--- config.mk ---
export PLATFORM = sky130hd
export DESIGN_NAME = color_dac
export DESIGN_NICKNAME = d
export VERILOG_FILES = /design/src/hdl/video_pkg.sv /design/src/hdl/color_dac.sv
export SDC_FILE = /design/constraint.sdc
export NUM_CORES = 1
export LEC_CHECK = 0
export BUFFER_PORTS_ARGS = -buffer_cell sky130_fd_sc_hd__buf_4
export CAP_MARGIN = 20
export CORE_ASPECT_RATIO = 0.75
export CORE_MARGIN = 4
export CORE_UTILIZATION = 47
export CTS_BUF_LIST = sky130_fd_sc_hd__clkbuf_16
export CTS_CLUSTER_DIAMETER = 50
export DETAILED_ROUTE_END_ITERATION = 12
export PLACE_DENSITY = 0.85
export SLEW_MARGIN = 25
export SYNTH_ARGS = -nofsm -noshare
export SYNTH_HDL_FRONTEND = slang
export SYNTH_SLANG_ARGS = --single-unit
--- constraint.sdc ---
create_clock -name clk_6m -period 1.4 [get_ports clk_6m]
set_clock_uncertainty 0.15 [all_clocks]
set_input_delay 0.28 -clock clk_6m [delete_from_list [all_inputs] [get_ports clk_6m]]
set_output_delay 0.28 -clock clk_6m [all_outputs]
set_load 0.1 [all_outputs]
--- src/hdl/video_pkg.sv ---
`default_nettype none

package video_pkg;

	//////////////////////////////
	// Widths
	//////////////////////////////

	// One output channel intensity
	localparam int intensity_bits = 8;
	// Colour code per channel, one ladder input
	localparam int code_bits = 4;
	// Colour index from the tile/sprite side
	localparam int index_bits = 8;
	// Bank bit plus index selects one entry
	localparam int entry_addr_bits = index_bits + 1;
	localparam int entries = 1 << entry_addr_bits;

	//////////////////////////////
	// Resistor ladder
	//////////////////////////////

	// Code bit 0 is the weakest leg, bit 3 the strongest
	localparam int res_ohms_0 = 2200;
	localparam int res_ohms_1 = 1000;
	localparam int res_ohms_2 = 470;
	localparam int res_ohms_3 = 220;

	//////////////////////////////
	// Types
	//////////////////////////////

	// Pixel from the video side, no handshake
	typedef struct packed {
		logic [index_bits-1:0] index;
		logic                  bank;
		logic                  blank;
	} pixel_t;

	// Red/green PROM entry, green in the high nibble
	typedef struct packed {
		logic [code_bits-1:0] g;
		logic [code_bits-1:0] r;
	} rg_entry_t;

	// Blue PROM entry
	typedef struct packed {
		logic [code_bits-1:0] b;
	} b_entry_t;

	// Codes into the ladder
	typedef struct packed {
		logic [code_bits-1:0] r;
		logic [code_bits-1:0] g;
		logic [code_bits-1:0] b;
	} code_rgb_t;

	// Final colour out
	typedef struct packed {
		logic [intensity_bits-1:0] r;
		logic [intensity_bits-1:0] g;
		logic [intensity_bits-1:0] b;
	} color_t;

endpackage

`default_nettype wire

--- src/hdl/color_dac.sv ---
`timescale 1ns/1ps
`default_nettype none

module color_dac (
	input  logic                 clk_6m,
	input  logic                 reset,
	input  video_pkg::code_rgb_t codes,
	input  logic                 blank,
	output video_pkg::color_t    color
);
	import video_pkg::*;

	localparam int levels = 1 << code_bits;
	localparam longint unsigned full_scale = (64'd1 << intensity_bits) - 1;
	// Conductance unit, picosiemens keeps the integer math exact enough
	localparam longint unsigned g_unit = 64'd1_000_000_000_000;

	typedef logic [levels-1:0][intensity_bits-1:0] level_tbl_t;

	//////////////////////////////
	// Ladder table
	//////////////////////////////

	// Conductance of one ladder leg
	function automatic longint unsigned leg_g(input int bit_idx);
		case (bit_idx)
			0: leg_g = g_unit / res_ohms_0;
			1: leg_g = g_unit / res_ohms_1;
			2: leg_g = g_unit / res_ohms_2;
			default: leg_g = g_unit / res_ohms_3;
		endcase
	endfunction

	// Set legs pull up, the rest pull down
	// Output is full scale times G_on over G_total, rounded
	function automatic level_tbl_t build_table();
		level_tbl_t     tbl;
		longint unsigned g_on;
		longint unsigned g_all;
		for (int code = 0; code < levels; code++) begin
			g_on  = 0;
			g_all = 0;
			for (int b = 0; b < code_bits; b++) begin
				g_all += leg_g(b);
				if (code[b]) begin
					g_on += leg_g(b);
				end
			end
			// Add half the divisor to round to nearest
			tbl[code] = intensity_bits'((2 * full_scale * g_on + g_all) / (2 * g_all));
		end
		return tbl;
	endfunction

	// Code 0 gives 0, code 15 gives full scale
	localparam level_tbl_t level_tbl = build_table();

	//////////////////////////////
	// Output stage
	//////////////////////////////

	// Blank lags one cycle to meet the codes from the stores
	logic blank_d;

	always_ff @(posedge clk_6m) begin
		if (reset) begin
			blank_d <= 1'b0;
			color   <= '0;
		end else begin
			blank_d <= blank;
			if (blank_d) begin
				// Black during blanking
				color <= '0;
			end else begin
				color.r <= level_tbl[codes.r];
				color.g <= level_tbl[codes.g];
				color.b <= level_tbl[codes.b];
			end
		end
	end

endmodule

`default_nettype wire

==> summary.txt <==
status: complete, no violations
area growth from synthesis to layout: 37.2%
Switching Share: 0.334
total track usage: 0.162
power share of the combinational group: 0.294
DR iter-0 viols: 14
CP cell instances: buf_4
met1 wire length: 925 µm
final hold vios: 0
YS warnings: 0
fin. max-slew vios: 0
post-synthesis mux area share: 0
adder-cell share of the synthesized area: 0
Crit Path Class: flop to output port
DRC viols: 0
Antenna Diode Count: 0
Port Buffers: 38
min-delay worst type: input pin to flop
largest fanout on the critical path: 1
VDD IR max: 1470 µV
Via Count: 925
WL met2: 1.10 mm
number of buffers created by CTS: 3
H-tree level count: 1
Mapped Area: 998 µm²
Resize count post-CTS: 0
CP top delay family: flip-flops
CTS tree: done
largest net degree at the start of global routing: 14
CTS clk-pin slew, worst paths: 50 ps
Post-synth top cells: dfxtp_1 (22), a21oi_1 (12), nor2_1 (11), nand2_1 (10), o21ai_0 (8)
Synth Area in Simple Gates: 0.204
crit path max-delay cell type: dfxtp_1
switching power of the nets: 0.000695 W
crit-path max cell delay: 330 ps
Tcrit/Tclk final: 0.931
syn_area_per_cell: 8.53 µm²
Seq/Total Area, Yosys: 0.441
share of cells above drive strength 1: 0.372
vias in the first global route: 810
routed length per instance: 13.0 µm
CP Data Arrival Time: 870 ps
ys flop type: dfxtp_1
Leak: 0.617 nW
Yosys reg bits: 22
worst path bufs/invs: 1
NumNets Final: 164
hold_ws: 45.3 ps
Layout fillers: 158
CP Launch Type: flop
first-pass GRT wire length: 3.46 mm
Chip Width: 61.2 µm
MaxCap Viol Count: 0
Synth Instances: 117
Initial Utilization: 0.496
Post-synth EDFFs: 0
postcts setup bufs: 0
worst path required time: 970 ps
Clock Root Buffer: clkbuf_16
Via density: 5.38
Clock Power Share: 0.379
maximum clock frequency: 768 MHz
XOR/XNOR share of the synthesized area: 0.0175
total grt overflow: 0
RSZ-0062 raised after global routing: false
Routed WL: 2.23 mm
clock latency on the worst-skew pair: 250 ps
Die ar.: 2930 µm²
clk sinks: 22
Rows: 14
Flop pwr share: 0.328
Die Y: 47.9 µm
antenna violations before repair: 0
post-DP HPWL: 1.64 mm
# IOs: 39
DRT Pass-1 Iters: 4
top routing layer used: met3
Clock Path Buffers: 2
Compound-Gate Fraction of Synth Area: 0.254
min cycle time layout: 1300 ps
number of setup violations in the final report: 0
DRT antenna net count: 0
number of distinct library cells after synthesis: 36
Rel. slew slack: 0.798
Synth Net Count: 132
Hold-fix buffers, CTS: 0
Reg2Reg Setup Slack: 120 ps
cell with the most instances after synthesis: dfxtp_1
Slew @ Worst Pin: 302 ps
Final GP Congestion: 0.725
setup TNS after final layout: 0 ps
async set-reset flop share out of synthesis: 0
WL met3: 205 µm
Int Pwr: 0.00138 W
pwr/cell area: 1520 nW/µm²
Worst setup EP type: output port
largest family of logic cells by synthesized area: compound AO/OA/AOI/OAI gates
Synth area leader: dfxtp_1
largest cells by area after synthesis: dfxtp_1 (44%), a21oi_1 (6.0%), nor2_1 (4.1%)
Synth top area share: 0.441
core area: 2010 µm²
-- area by class of cell --
class,count,area (µm²),share of cell area
multi-input cells,80,475,0.347
well taps,24,30.0,0.0219
clock buffers,3,75.1,0.0548
clock inverters,1,30.0,0.0219
repair buffers,40,300,0.219
inverters,2,7.51,0.00548
flip-flops and latches,22,452,0.330
-- cell families (layout without fill, tap and decap cells) --
group           after synthesis  count (layout)
xor+xnor                      2               2
buf+inv                      15              46
simple gates                 40              40
flops                        22              22
compound gates               38              38
-- per-layer routing --
layer | vias to the layer above | track usage
li1 | 462 | -
met1 | 423 | 0.186
met2 | 40 | 0.289
met3 | 0 | 0.0620
met4 | 0 | 0.0390
met5 | - | 0
-- power groups by stage --
stage / clock network [W] / logic [W] / registers [W]
2_1_floorplan: 0 / 0.000183 / 0.000993
3_3_place_gp: 0 / 0.000599 / 0.000694
3_5_place_dp: 0 / 0.000608 / 0.000695
4_1_cts: 0.000791 / 0.000610 / 0.000682
5_1_grt: 0.000822 / 0.000639 / 0.000684
6_report: 0.000786 / 0.000610 / 0.000681
-- state kept, by name, indices dropped and copies added (netlist names) --
| signal | cells |
|---|---|
| blank_d | 1 |
| color | 21 |
-- through the flow --
step | total power, W | setup slack (ps) | instance area, µm² | utilization | cells
4_1_cts | 0.00208 | 95.6 | 1370 | 0.680 | 172
6_report | 0.00208 | 97.3 | 1370 | 0.680 | 172
2_1_floorplan | 0.00118 | 61.0 | 1010 | - | 117
5_1_grt | 0.00215 | 66.1 | 1370 | 0.680 | 172
3_3_place_gp | 0.00129 | 89.6 | 1260 | 0.628 | 168
3_5_place_dp | 0.00130 | 40.1 | 1260 | 0.628 | 168
-- cell usage in the layout (no fill, tap or decap), types with 2 or more instances in the layout --
cell type,count
a211oi_1,4
a21bo_2,2
a21oi_1,12
a221oi_1,2
and2_1,5
buf_4,40
clkbuf_16,3
dfxtp_1,19
dfxtp_4,3
inv_1,2
nand2_1,10
nor2_1,11
nor2b_1,2
nor3b_1,2
o21ai_0,8
or2_2,2
xnor2_1,2
-- path summary, 6_finish.rpt --
path,end,cells past startpoint,start
setup / recovery,color[12],1,color[12]
hold / removal,blank_d,2,reset
setup reg to reg,color[17],3,blank_d
hold reg to reg,color[4],3,blank_d
Note: power is estimated with default switching activity, not from simulation.
