File: src/hdl/video_pkg.sv
`default_nettype none

package video_pkg;

	//////////////////////////////
	// Widths
	//////////////////////////////

	// One output channel intensity
	localparam int intensity_bits = 8;
	// Colour code per channel, one ladder input
	localparam int code_bits = 4;
	// Colour index from the tile/sprite side
	localparam int index_bits = 8;
	// Bank bit plus index selects one entry
	localparam int entry_addr_bits = index_bits + 1;
	localparam int entries = 1 << entry_addr_bits;

	//////////////////////////////
	// Resistor ladder
	//////////////////////////////

	// Code bit 0 is the weakest leg, bit 3 the strongest
	localparam int res_ohms_0 = 2200;
	localparam int res_ohms_1 = 1000;
	localparam int res_ohms_2 = 470;
	localparam int res_ohms_3 = 220;

	//////////////////////////////
	// Types
	//////////////////////////////

	// Pixel from the video side, no handshake
	typedef struct packed {
		logic [index_bits-1:0] index;
		logic                  bank;
		logic                  blank;
	} pixel_t;

	// Red/green PROM entry, green in the high nibble
	typedef struct packed {
		logic [code_bits-1:0] g;
		logic [code_bits-1:0] r;
	} rg_entry_t;

	// Blue PROM entry
	typedef struct packed {
		logic [code_bits-1:0] b;
	} b_entry_t;

	// Codes into the ladder
	typedef struct packed {
		logic [code_bits-1:0] r;
		logic [code_bits-1:0] g;
		logic [code_bits-1:0] b;
	} code_rgb_t;

	// Final colour out
	typedef struct packed {
		logic [intensity_bits-1:0] r;
		logic [intensity_bits-1:0] g;
		logic [intensity_bits-1:0] b;
	} color_t;

endpackage

`default_nettype wire

File: src/hdl/bus_pkg.sv
`default_nettype none

package bus_pkg;

	//////////////////////////////
	// Wishbone classic
	//////////////////////////////

	localparam int adr_bits = 10;
	localparam int dat_bits = 8;

	// Master to slave
	typedef struct packed {
		logic                cyc;
		logic                stb;
		logic                we;
		logic [adr_bits-1:0] adr;
		logic [dat_bits-1:0] dat;
	} wb_req_t;

	// Slave to master, no err or rty
	typedef struct packed {
		logic                ack;
		logic [dat_bits-1:0] dat;
	} wb_rsp_t;

	//////////////////////////////
	// Palette address map
	//////////////////////////////

	// Store select values
	localparam logic sel_rg = 1'b0;
	localparam logic sel_b  = 1'b1;

	// Overlays adr bit for bit
	typedef struct packed {
		logic                             sel;
		logic                             bank;
		logic [video_pkg::index_bits-1:0] index;
	} pal_addr_t;

endpackage

`default_nettype wire

File: src/hdl/clut_ctrl.sv
`timescale 1ns/1ps
`default_nettype none

module clut_ctrl (
	input  logic                                  clk_6m,
	input  logic                                  reset,
	input  bus_pkg::wb_req_t                      wb_req,
	output bus_pkg::wb_rsp_t                      wb_rsp,
	output logic                                  rg_we,
	output logic                                  b_we,
	output logic [video_pkg::entry_addr_bits-1:0] pal_addr,
	output video_pkg::rg_entry_t                  rg_wdata,
	output video_pkg::b_entry_t                   b_wdata,
	input  video_pkg::rg_entry_t                  rg_rdata,
	input  video_pkg::b_entry_t                   b_rdata
);
	import bus_pkg::*;
	import video_pkg::*;

	// Padding to zero-extend a blue entry onto dat
	localparam int b_pad_bits = dat_bits - $bits(b_entry_t);

	pal_addr_t req_addr;
	logic      req_valid;
	logic      accept;
	logic      ack_q;
	logic      gap;
	logic      rd_sel;

	//////////////////////////////
	// Address decode
	//////////////////////////////

	// adr split as sel, bank, index
	assign req_addr = pal_addr_t'(wb_req.adr);
	assign req_valid = wb_req.cyc && wb_req.stb;

	// Take a new cycle only when idle and not in the gap after ack
	assign accept = req_valid && !ack_q && !gap;

	// Same entry address feeds both stores
	assign pal_addr = {req_addr.bank, req_addr.index};

	//////////////////////////////
	// Store writes
	//////////////////////////////

	// One-cycle strobe, only the selected store
	assign rg_we = accept && wb_req.we && (req_addr.sel == sel_rg);
	assign b_we  = accept && wb_req.we && (req_addr.sel == sel_b);

	// Each store keeps only the bits its entry needs
	assign rg_wdata = rg_entry_t'(wb_req.dat);
	assign b_wdata  = b_entry_t'(wb_req.dat[$bits(b_entry_t)-1:0]);

	//////////////////////////////
	// Ack and gap
	//////////////////////////////

	// ack one cycle after accept, then one dead cycle
	always_ff @(posedge clk_6m) begin
		if (reset) begin
			ack_q <= 1'b0;
			gap   <= 1'b0;
		end else begin
			ack_q <= accept;
			gap   <= ack_q;
		end
	end

	// Which store the accepted cycle targeted
	always_ff @(posedge clk_6m) begin
		if (accept) begin
			rd_sel <= req_addr.sel;
		end
	end

	//////////////////////////////
	// Readback
	//////////////////////////////

	// Store data is registered, so it lines up with ack
	always_comb begin
		wb_rsp.ack = ack_q;
		if (!ack_q) begin
			wb_rsp.dat = '0;
		end else if (rd_sel == sel_b) begin
			// Blue sits in the low nibble
			wb_rsp.dat = {{b_pad_bits{1'b0}}, b_rdata};
		end else begin
			wb_rsp.dat = rg_rdata;
		end
	end

endmodule

`default_nettype wire

File: config.mk
export PLATFORM = sky130hd
export DESIGN_NAME = clut_ctrl
export DESIGN_NICKNAME = d
export VERILOG_FILES = /design/src/hdl/video_pkg.sv /design/src/hdl/bus_pkg.sv /design/src/hdl/clut_ctrl.sv
export SDC_FILE = /design/constraint.sdc
export NUM_CORES = 1
export LEC_CHECK = 0
export ABC_AREA = 1
export BUFFER_PORTS_ARGS = -buffer_cell sky130_fd_sc_hd__buf_2
export CORE_MARGIN = 3
export CORE_UTILIZATION = 24
export DETAILED_ROUTE_END_ITERATION = 10
export PLACE_DENSITY_LB_ADDON = 0.1
export SLEW_MARGIN = 40
export SYNTH_ARGS = -nofsm -noshare
export SYNTH_HDL_FRONTEND = slang
export SYNTH_SLANG_ARGS = --single-unit
File: constraint.sdc
create_clock -name clk_6m -period 1.1 [get_ports clk_6m]
set_input_delay 0.22 -clock clk_6m [delete_from_list [all_inputs] [get_ports clk_6m]]
set_output_delay 0.22 -clock clk_6m [all_outputs]
set_load 0.1 [all_outputs]
==> flow_summary.toml, run 1 <==
[synthesis]
synth-async-reset-ratio_pct = 0
yosysMostFrequentCell = "sky130_fd_sc_hd__buf_4"
yosysTopAreaCell = "sky130_fd_sc_hd__buf_4"
syn_nets = 94
portion_of_the_post_synthesis_area_used_by_sequential_elements_pct = 18.86
yosys_warnings = 0
synth.lib_cells_used.distinct = 10
synth_edf_count = 1
synth_area_leaders = "sky130_fd_sc_hd__buf_4 44%, sky130_fd_sc_hd__nor2_1 14%, sky130_fd_sc_hd__dfxtp_1 11%"
netlist.area_leader.share_pct = 44.44
ys_dominant_reg_cell = "sky130_fd_sc_hd__dfxtp_1"
synth_top_cells_by_count = "22 x sky130_fd_sc_hd__buf_4, 14 x sky130_fd_sc_hd__nor2_1, 9 x sky130_fd_sc_hd__inv_1"
syn_area_sq_um = 371.6
syn_area_per_cell_sq_um = 6.298
syn-instance-count = 59
synth.ff_latch_count = 3

[floorplan]
coreArea_sq_um = 1383
die_x_microns = 45.35
std_cell_rows = 13
initial_utilization_pct = 26.88
top_level_ports = 67
die_height_microns = 45.35
dieArea_sq_um = 2057

[timing]
fmaxAchievable_ghz = 0.6929
slew_headroom_pct = 87.48
clock_skew_ns = 0.00007816
slew_violations = 0
grt_setup_unrepaired = "yes"
setup_slack_ns = -0.3432
final_min_period_over_clock_period_pct = 131.2
final.min_clock_period_ns = 1.443
timing.final.hold_violations = 0
final.setup.tns_ns = -3.180
slew_of_the_pin_with_the_lowest_slew_margin_ns = 0.1871
report.final.setup_viol = 12

[global_route]
grt_max_degree = 8
groute.usage.overall_pct = 9.601
wire_length_of_the_first_global_routing_pass_mm = 1.352
first_global_vias = 338
initial_antenna_violation_count = 0
grt.overflow.total = 0

[drt]
detail_route.wirelength_microns = 911
remaining_drc_errors = 0
postRouteAntennaNets = 0
vias_per_cell = 4.087
post_drt_wl_per_cell_microns = 9.902
vias = 376
initialDrtViolationCount = 1
detailedRoute.firstPassIterationCount = 2

[clock_network]
numClockSinks = 3
max-clock-path-buffers = 2
clk_latency_ns = 0.23
worst_setup_hold_path_clk_slew_ns = 0.03
cts_tree = "yes"
ctsHtreeMaxLevel = 1
cts_made_buffers = 3
clock_tree.root_cell = "sky130_fd_sc_hd__clkbuf_4"

[setup_path]
cp.depth = 4
cp_cell_sequence = "inv_2, nand2_4, nor2_4, buf_12"
timing.critical_path.slowest_stage_cell = "sky130_fd_sc_hd__edfxtp_1"
path_max_fanout = 5
crit_end = "wb_rsp[7]"
critical_path.max_stage_delay_ns = 0.43
r2r_slack_ns = -0.01
ff2ff_path_depth = 5
critical_path_arrival_ns = 1.22
critical_path_class = "reg -> out"
critical_path.top_delay_family = "flip-flops"
worstPathBufferInverterCount = 2
timing.critical_path.from_type = "register"
cp.required_ns = 0.88
worstSetupEndpointType = "output port"
source_of_the_critical_timing_path = "rd_sel"
r2r-start = "ack_q"
crit-reg2reg-capture = "rd_sel"

[finish]
layout.area.seq_sq_um = 73.82
final_layout_size_suffix_gt1_share_pct = 71.43
fillers = 135
area_growth_pct = 96.63
multi_input_area_sq_um = 209.0
antenna_cell_count = 0
utilization_pct = 52.85
fin_nets = 113
finalNonFillerCells = 92

[placed_design]
finalWeightedCongestion = 0.6143
dp_cells = 86
numPortBuffers = 28
dp_wirelength_microns = 791.4
post-place-ws_ns = -0.1273

[power_and_ir_drop]
power.static_leakage_nw = 0.3442
worst_ir_drop_vdd_uv = 785.4
power_per_cell_area_nw_per_um2 = 730.8

[hold_path]
hold_class = "in -> reg"

[status]
status = "finished with violations"
failed_checks = "negative setup slack"

[flow_run]
drv.max_cap_violation_count = 0
worst register-to-register path, stage by stage, from the launching register on:
cell and delay [ns]:
sky130_fd_sc_hd__dfxtp_4 0.37, sky130_fd_sc_hd__nor2_4 0.14, sky130_fd_sc_hd__buf_4 0.12, sky130_fd_sc_hd__buf_4 0.09
sky130_fd_sc_hd__nand2_1 0.06, sky130_fd_sc_hd__inv_1 0.06
flip-flops by register name, indices dropped and copies added, names as in the netlist:
register  flops
ack_q         1
gap           1
rd_sel        1
layer usage:
metal | up-vias | wire length, microns | track usage [%]
li1 | 189 | - | -
met1 | 157 | 283 | 10.29
met2 | 21 | 489 | 13.84
met3 | 9 | 117 | 3.984
met4 | 0 | 22 | 9.357
met5 | - | 0 | 0
placed cells by master, fill, tap and decap left out:
master and instances:
sky130_fd_sc_hd__nand3_4 1, sky130_fd_sc_hd__o21ai_0 2, sky130_fd_sc_hd__nand2_2 1, sky130_fd_sc_hd__nand2_1 3, sky130_fd_sc_hd__nor2_4 10, sky130_fd_sc_hd__buf_12 11
sky130_fd_sc_hd__dfxtp_1 1, sky130_fd_sc_hd__o21ai_1 1, sky130_fd_sc_hd__dfxtp_4 1, sky130_fd_sc_hd__buf_6 1, sky130_fd_sc_hd__buf_2 17, sky130_fd_sc_hd__edfxtp_1 1
sky130_fd_sc_hd__clkbuf_4 3, sky130_fd_sc_hd__inv_2 1, sky130_fd_sc_hd__nand2_4 1, sky130_fd_sc_hd__inv_1 8, sky130_fd_sc_hd__a21oi_4 1, sky130_fd_sc_hd__buf_4 7
sky130_fd_sc_hd__nor2_1 5, sky130_fd_sc_hd__clkbuf_1 1
where the power goes:
part | total, W | internal, W | switching, W
combinational | 0.000222 | 0.0000908 | 0.000131
clock | 0.000186 | 0.000136 | 0.0000508
sequential | 0.000126 | 0.000119 | 0.00000690
total | 0.000534 | 0.000345 | 0.000189
cell type report:
type,instances,area share [%]
Multi-Input combinational cell,25,28.60
Sequential cell,3,10.10
Clock buffer,4,3.596
Inverter,9,4.623
Tap cell,15,2.568
Timing Repair Buffer,36,50.51
metrics by stage:
| step | hold slack, ns | area [sq um] | total power, W |
|---|---|---|---|
| 2_1_floorplan | 0.2827 | 481.7 | 0.0006107 |
| 3_3_place_gp | 0.3884 | 685.7 | 0.0003429 |
| 3_5_place_dp | 0.3897 | 685.7 | 0.0003436 |
| 4_1_cts | 0.1472 | 730.7 | 0.0005445 |
| 5_1_grt | 0.1495 | 730.7 | 0.0005696 |
| 6_report | 0.1535 | 730.7 | 0.0005340 |
logic make-up after synthesis:
| family | count (synthesis) | synth area share, % |
|---|---|---|
| and+or+nand+nor | 21 | 22.22 |
| DFF | 3 | 18.86 |
| AOI/OAI and AO/OA | 4 | 5.385 |
| buffers and inverters | 31 | 53.54 |
how the worst min path moves through the flow:
stage,to,from,cells past startpoint
after CTS,ack_q,reset,2
final,ack_q,reset,2
after global routing,ack_q,reset,2
after floorplan,ack_q,reset,1
after global placement,ack_q,reset,2
after detailed placement,ack_q,reset,2
repair_timing:
item	4_1_cts	5_1_grt
pin swaps	3	4
hold buffers	0	0
gates resized for setup	1	2
buffers inserted	2	1
setup endpoints to repair	11	11
hold endpoints to repair	0	0
(Power assumes the default switching activity.)
==> run 2, diff against run 1 <==
--- a/config.mk
+++ b/config.mk
@@ -8,7 +8,7 @@
 export ABC_AREA = 1
 export BUFFER_PORTS_ARGS = -buffer_cell sky130_fd_sc_hd__buf_2
 export CORE_MARGIN = 3
-export CORE_UTILIZATION = 24
+export CORE_UTILIZATION = 23
 export DETAILED_ROUTE_END_ITERATION = 10
 export PLACE_DENSITY_LB_ADDON = 0.1
 export SLEW_MARGIN = 40
==> constraint.sdc (replaced) <==
create_clock -name clk_6m -period 1.2 [get_ports clk_6m]
set_input_delay 0.24 -clock clk_6m [delete_from_list [all_inputs] [get_ports clk_6m]]
set_output_delay 0.24 -clock clk_6m [all_outputs]
set_load 0.1 [all_outputs]
==> run 2 against run 1 <==
  * The flow still finishes with violations (negative setup slack)
  * Global-route usage decreased by 0.59 points
  * Core utilization is 2.0 points lower
  * Non-clock buffer count shrank 2
  * Highest routed layer unchanged
==> flow_summary.toml, run 2 (synthesis results as in run 1) <==
[clock_network]
max-clock-path-buffers = 2
cts_made_buffers = 3
worst_setup_hold_path_clk_slew_ns = 0.04
numClockSinks = 3
ctsHtreeMaxLevel = 1
cts_hold_buffers = 0
clock_tree.root_cell = "sky130_fd_sc_hd__clkbuf_4"
cts_tree = "yes"
clk_latency_ns = 0.23

[timing]
slew_of_the_pin_with_the_lowest_slew_margin_ns = 0.1928
setup_slack_ns = -0.2793
slew_headroom_pct = 87.10
clock_skew_ns = 0.001911
slew_violations = 0
report.final.setup_viol = 10
final.min_clock_period_ns = 1.479
fmaxAchievable_ghz = 0.6760
timing.final.hold_violations = 0
grt_setup_unrepaired = "yes"
final_min_period_over_clock_period_pct = 123.3

[global_route]
groute.usage.overall_pct = 9.012
grt.overflow.total = 0
first_global_vias = 340
initial_antenna_violation_count = 0
grt_max_degree = 8
wire_length_of_the_first_global_routing_pass_mm = 1.373

[drt]
detail_route.wirelength_microns = 917
initialDrtViolationCount = 1
postRouteAntennaNets = 0
detailedRoute.firstPassIterationCount = 6
remaining_drc_errors = 0
post_drt_wl_per_cell_microns = 10.19
vias_per_cell = 3.900
vias = 351

[setup_path]
cp.required_ns = 0.96
r2r-start = "ack_q"
critical_path_class = "reg -> out"
path_max_fanout = 5
worstSetupEndpointType = "output port"
source_of_the_critical_timing_path = "rd_sel"
timing.critical_path.from_type = "register"
critical_path_arrival_ns = 1.24
ff2ff_path_depth = 3

[flow_run]
drv.max_cap_violation_count = 0

[finish]
utilization_pct = 50.89
layout_top_registers = "ack_q x1, gap x1, rd_sel x1"
antenna_cell_count = 0
fin_nets = 111
area_growth_pct = 91.58
final_area_sq_um = 711.9
final_layout_size_suffix_gt1_share_pct = 70.67
mostFrequentLayoutCell = "sky130_fd_sc_hd__buf_2"
most-common-layout-cells = "17 x sky130_fd_sc_hd__buf_2, 11 x sky130_fd_sc_hd__buf_12, 10 x sky130_fd_sc_hd__nor2_4"

[placed_design]
finalWeightedCongestion = 0.5753
dpl-instance-area_sq_um = 670.6
dp_wirelength_microns = 803.4
numPortBuffers = 28

[status]
failed_checks = "negative setup slack"
status = "finished with violations"

[hold_path]
min_delay_path_depth = 2
hold_path_startpoint = "reset"
hold_class = "in -> reg"

[power_and_ir_drop]
power.static_leakage_nw = 0.3332
power_per_cell_area_nw_per_um2 = 683.8
worst_ir_drop_vdd_uv = 530.2

[floorplan]
std_cell_rows = 13
coreArea_sq_um = 1399
die_x_microns = 46.20
initial_utilization_pct = 26.57
dieArea_sq_um = 2134
top_level_ports = 67
die_height_microns = 46.20
==> run 2: changes by cell type in the layout (fill, tap and decap cells not counted), sizes merged <==
cell and delta:
buf -2
==> run 2: per-layer routing <==
| metal | GRT usage [%] | share of wire [%] | vias to the layer above |
|---|---|---|---|
| li1 | - | - | 184 |
| met1 | 10.14 | 37 | 136 |
| met2 | 12.91 | 48 | 21 |
| met3 | 4.297 | 12 | 10 |
| met4 | 6.818 | 3.1 | 0 |
| met5 | 0 | 0 | - |
==> run 2: power by group <==
| group | switching, W | leakage, nW | internal [W] | total, W |
|---|---|---|---|---|
| Combinational | 0.000120 | 0.292 | 0.0000783 | 0.000198 |
| Clock | 0.0000502 | 0.0150 | 0.000124 | 0.000175 |
| Sequential | 0.00000536 | 0.0264 | 0.000109 | 0.000114 |
==> run 2: final timing paths <==
kind | slack, ns | endpoint
max | -0.28 | wb_rsp[3]
min | 0.17 | ack_q
max reg2reg | 0.29 | rd_sel
min reg2reg | 0.56 | ack_q
==> run 2: what timing repair did <==
item	4_1_cts	5_1_grt
gates cloned	0	0
buffers inserted	1	1
gates resized for setup	0	0
pin swaps	6	5
setup endpoints to repair	10	10
==> run 2: critical path: stages, from the launching register on <==
cell                       delay (ns)
sky130_fd_sc_hd__edfxtp_1        0.44
sky130_fd_sc_hd__inv_2           0.15
sky130_fd_sc_hd__nand2_2         0.08
sky130_fd_sc_hd__a21oi_4         0.15
sky130_fd_sc_hd__buf_12          0.19
==> run 2: per-stage QoR <==
stage	setup slack [ns]	hold WS, ns	power [W]	instances	TNS (ns)
after global placement	-0.03430	0.4065	0.0003102	84	-0.05086
after floorplan	-0.2202	0.3027	0.0005599	59	-1.511
after detailed placement	-0.05437	0.4053	0.0003109	84	-0.1883
final	-0.2793	0.1691	0.0004868	90	-2.369
after global routing	-0.3406	0.1687	0.0005195	90	-3.003
after CTS	-0.2941	0.1604	0.0004956	89	-2.572
==> run 2: final cells by class <==
cell class	instances	area, sq um
inverters	9	33.78
repair buffers	34	350.3
fillers	134	686.9
flip-flops and latches	3	73.82
clock buffers	4	26.28
well taps	15	18.77
multi-input cells	25	209.0
==> run 3, diff against run 2 <==
--- a/config.mk
+++ b/config.mk
@@ -10,7 +10,7 @@
 export CORE_MARGIN = 3
 export CORE_UTILIZATION = 23
 export DETAILED_ROUTE_END_ITERATION = 10
-export PLACE_DENSITY_LB_ADDON = 0.1
+export PLACE_DENSITY = 0.84
 export SLEW_MARGIN = 40
 export SYNTH_ARGS = -nofsm -noshare
 export SYNTH_HDL_FRONTEND = slang
==> run 3 against run 2 <==
  * The run still ends with negative setup slack left
  * Global-route usage rose by 2.1 points
  * Critical endpoint unchanged
  * Core utilization did not move
  * Highest routed layer unchanged
  * Power rose by 3.0%
==> flow_summary.toml, run 3 (synthesis results as in run 1) <==
[status]
status = "finished with violations"
failed_checks = "negative setup slack"

[timing]
timing.final.hold_violations = 0
report.final.setup_viol = 10
clock_skew_ns = 0.002411
slew_violations = 0
final_min_period_over_clock_period_pct = 123.3
grt_setup_unrepaired = "yes"
setup_slack_ns = -0.2802
slew_of_the_pin_with_the_lowest_slew_margin_ns = 0.2037
fmaxAchievable_ghz = 0.6756
final.min_clock_period_ns = 1.480
slew_headroom_pct = 86.37
final.setup.tns_ns = -2.424

[placed_design]
numPortBuffers = 28
dp_wirelength_microns = 985.9
finalWeightedCongestion = 0.6773

[global_route]
first_global_vias = 380
groute.usage.overall_pct = 11.07
grt_max_degree = 8
wire_length_of_the_first_global_routing_pass_mm = 1.593
grt.overflow.total = 0
initial_antenna_violation_count = 0

[drt]
post_drt_wl_per_cell_microns = 12.72
met3_length_microns = 132
detailedRoute.firstPassIterationCount = 3
remaining_drc_errors = 0
vias_per_cell = 4.233
wirelength_met1_microns = 326
vias = 381
detail_route.wirelength_mm = 1.145
topRoutingLayerUsed = "met4"
wl_met2_microns = 620
initialDrtViolationCount = 7
postRouteAntennaNets = 0

[floorplan]
coreArea_sq_um = 1399
initial_utilization_pct = 26.57
die_x_microns = 46.20
die_height_microns = 46.20
dieArea_sq_um = 2134
std_cell_rows = 13
top_level_ports = 67

[finish]
most-common-layout-cells = "17 x sky130_fd_sc_hd__buf_2, 11 x sky130_fd_sc_hd__buf_12, 10 x sky130_fd_sc_hd__nor2_4"
mostFrequentLayoutCell = "sky130_fd_sc_hd__buf_2"
utilization_pct = 50.89
area_growth_pct = 91.58
final_layout_size_suffix_gt1_share_pct = 70.67
fillers = 120
layout_top_registers = "ack_q x1, gap x1, rd_sel x1"
fin_nets = 111
antenna_cell_count = 0

[clock_network]
cts_hold_buffers = 0
ctsHtreeMaxLevel = 1
clock_tree.root_cell = "sky130_fd_sc_hd__clkbuf_4"
worst_setup_hold_path_clk_slew_ns = 0.04
cts_made_buffers = 3
cts.repair.resized = 0
max-clock-path-buffers = 2
numClockSinks = 3
clk_latency_ns = 0.24
cts_tree = "yes"

[hold_path]
hold_path_startpoint = "reset"
min_delay_path_depth = 2
min_to = "ack_q"
hold_class = "in -> reg"

[power_and_ir_drop]
internal_w = 0.0003127
switching_power_w = 0.0001886
p_comb_share_pct = 40.2
sequentialPowerShare_pct = 22.8
worst_ir_drop_vdd_uv = 429.6
power.static_leakage_nw = 0.3346
pwr-share-clk_pct = 37.0
power_per_cell_area_nw_per_um2 = 704.1
power.switching_fraction_pct = 37.62

[setup_path]
ff2ff_path_depth = 5
r2r_slack_ns = 0.11
timing.critical_path.from_type = "register"
cp.required_ns = 0.96
critical_path_arrival_ns = 1.24
r2r-start = "ack_q"
path_max_fanout = 5
crit-reg2reg-capture = "rd_sel"
worstSetupEndpointType = "output port"
critical_path_class = "reg -> out"

[flow_run]
drv.max_cap_violation_count = 0
run 3: cell counts in the layout (fill, tap and decap cells not counted):
No cell type changed its count.
run 3: timing repair:
item                       4_1_cts  5_1_grt
pin swaps                        6        1
buffers inserted                 2        1
cloned                           0        0
setup endpoints to repair       10       10
run 3: worst max-delay path: stages (launching register included):
cell,delay [ns]
sky130_fd_sc_hd__edfxtp_1,0.43
sky130_fd_sc_hd__inv_2,0.15
sky130_fd_sc_hd__nand2_2,0.08
sky130_fd_sc_hd__a21oi_4,0.15
sky130_fd_sc_hd__buf_12,0.19
run 3: layout make-up:
type	instances	area, sq um	share of cell area (%)
Sequential cell	3	73.82	10.37
Tap cell	15	18.77	2.636
Multi-Input combinational cell	25	209.0	29.35
Inverter	9	33.78	4.745
Timing Repair Buffer	34	350.3	49.21
Clock buffer	4	26.28	3.691
run 3: how the worst max path moves through the flow:
stage | slack (ns) | from | endpoint
3_5_place_dp | -0.06 | rd_sel | wb_rsp[3]
3_3_place_gp | -0.01 | rd_sel | wb_rsp[3]
6_report | -0.28 | rd_sel | wb_rsp[3]
5_1_grt | -0.36 | rd_sel | wb_rsp[3]
2_1_floorplan | -0.22 | rd_sel | wb_rsp[3]
4_1_cts | -0.29 | rd_sel | wb_rsp[3]
run 3: routing by layer:
metal | up-vias | global-route usage [%]
met5 | - | 0
met4 | 0 | 13.64
met3 | 15 | 4.297
met2 | 25 | 18.13
met1 | 158 | 8.986
li1 | 183 | -
run 3: metrics by stage:
| step | total power (W) | worst slack (ns) | instance area (sq um) | hold slack, ns | std cells |
|---|---|---|---|---|---|
| global placement | 0.0003075 | -0.01360 | 663.1 | 0.4050 | 83 |
| CTS | 0.0005038 | -0.2928 | 704.4 | 0.1672 | 89 |
| global route | 0.0005217 | -0.3597 | 711.9 | 0.1712 | 90 |
| finish | 0.0005013 | -0.2802 | 711.9 | 0.1684 | 90 |
| detailed placement | 0.0003112 | -0.05890 | 663.1 | 0.4118 | 83 |
| floorplan | 0.0005599 | -0.2202 | 481.7 | 0.3027 | 59 |
run 3: power by group through the flow:
stage,Combinational (W),Sequential (W),Clock [W]
6_report,0.000202,0.000114,0.000185
2_1_floorplan,0.000445,0.000115,0
5_1_grt,0.000210,0.000115,0.000197
4_1_cts,0.000200,0.000114,0.000189
3_5_place_dp,0.000194,0.000117,0
3_3_place_gp,0.000191,0.000117,0
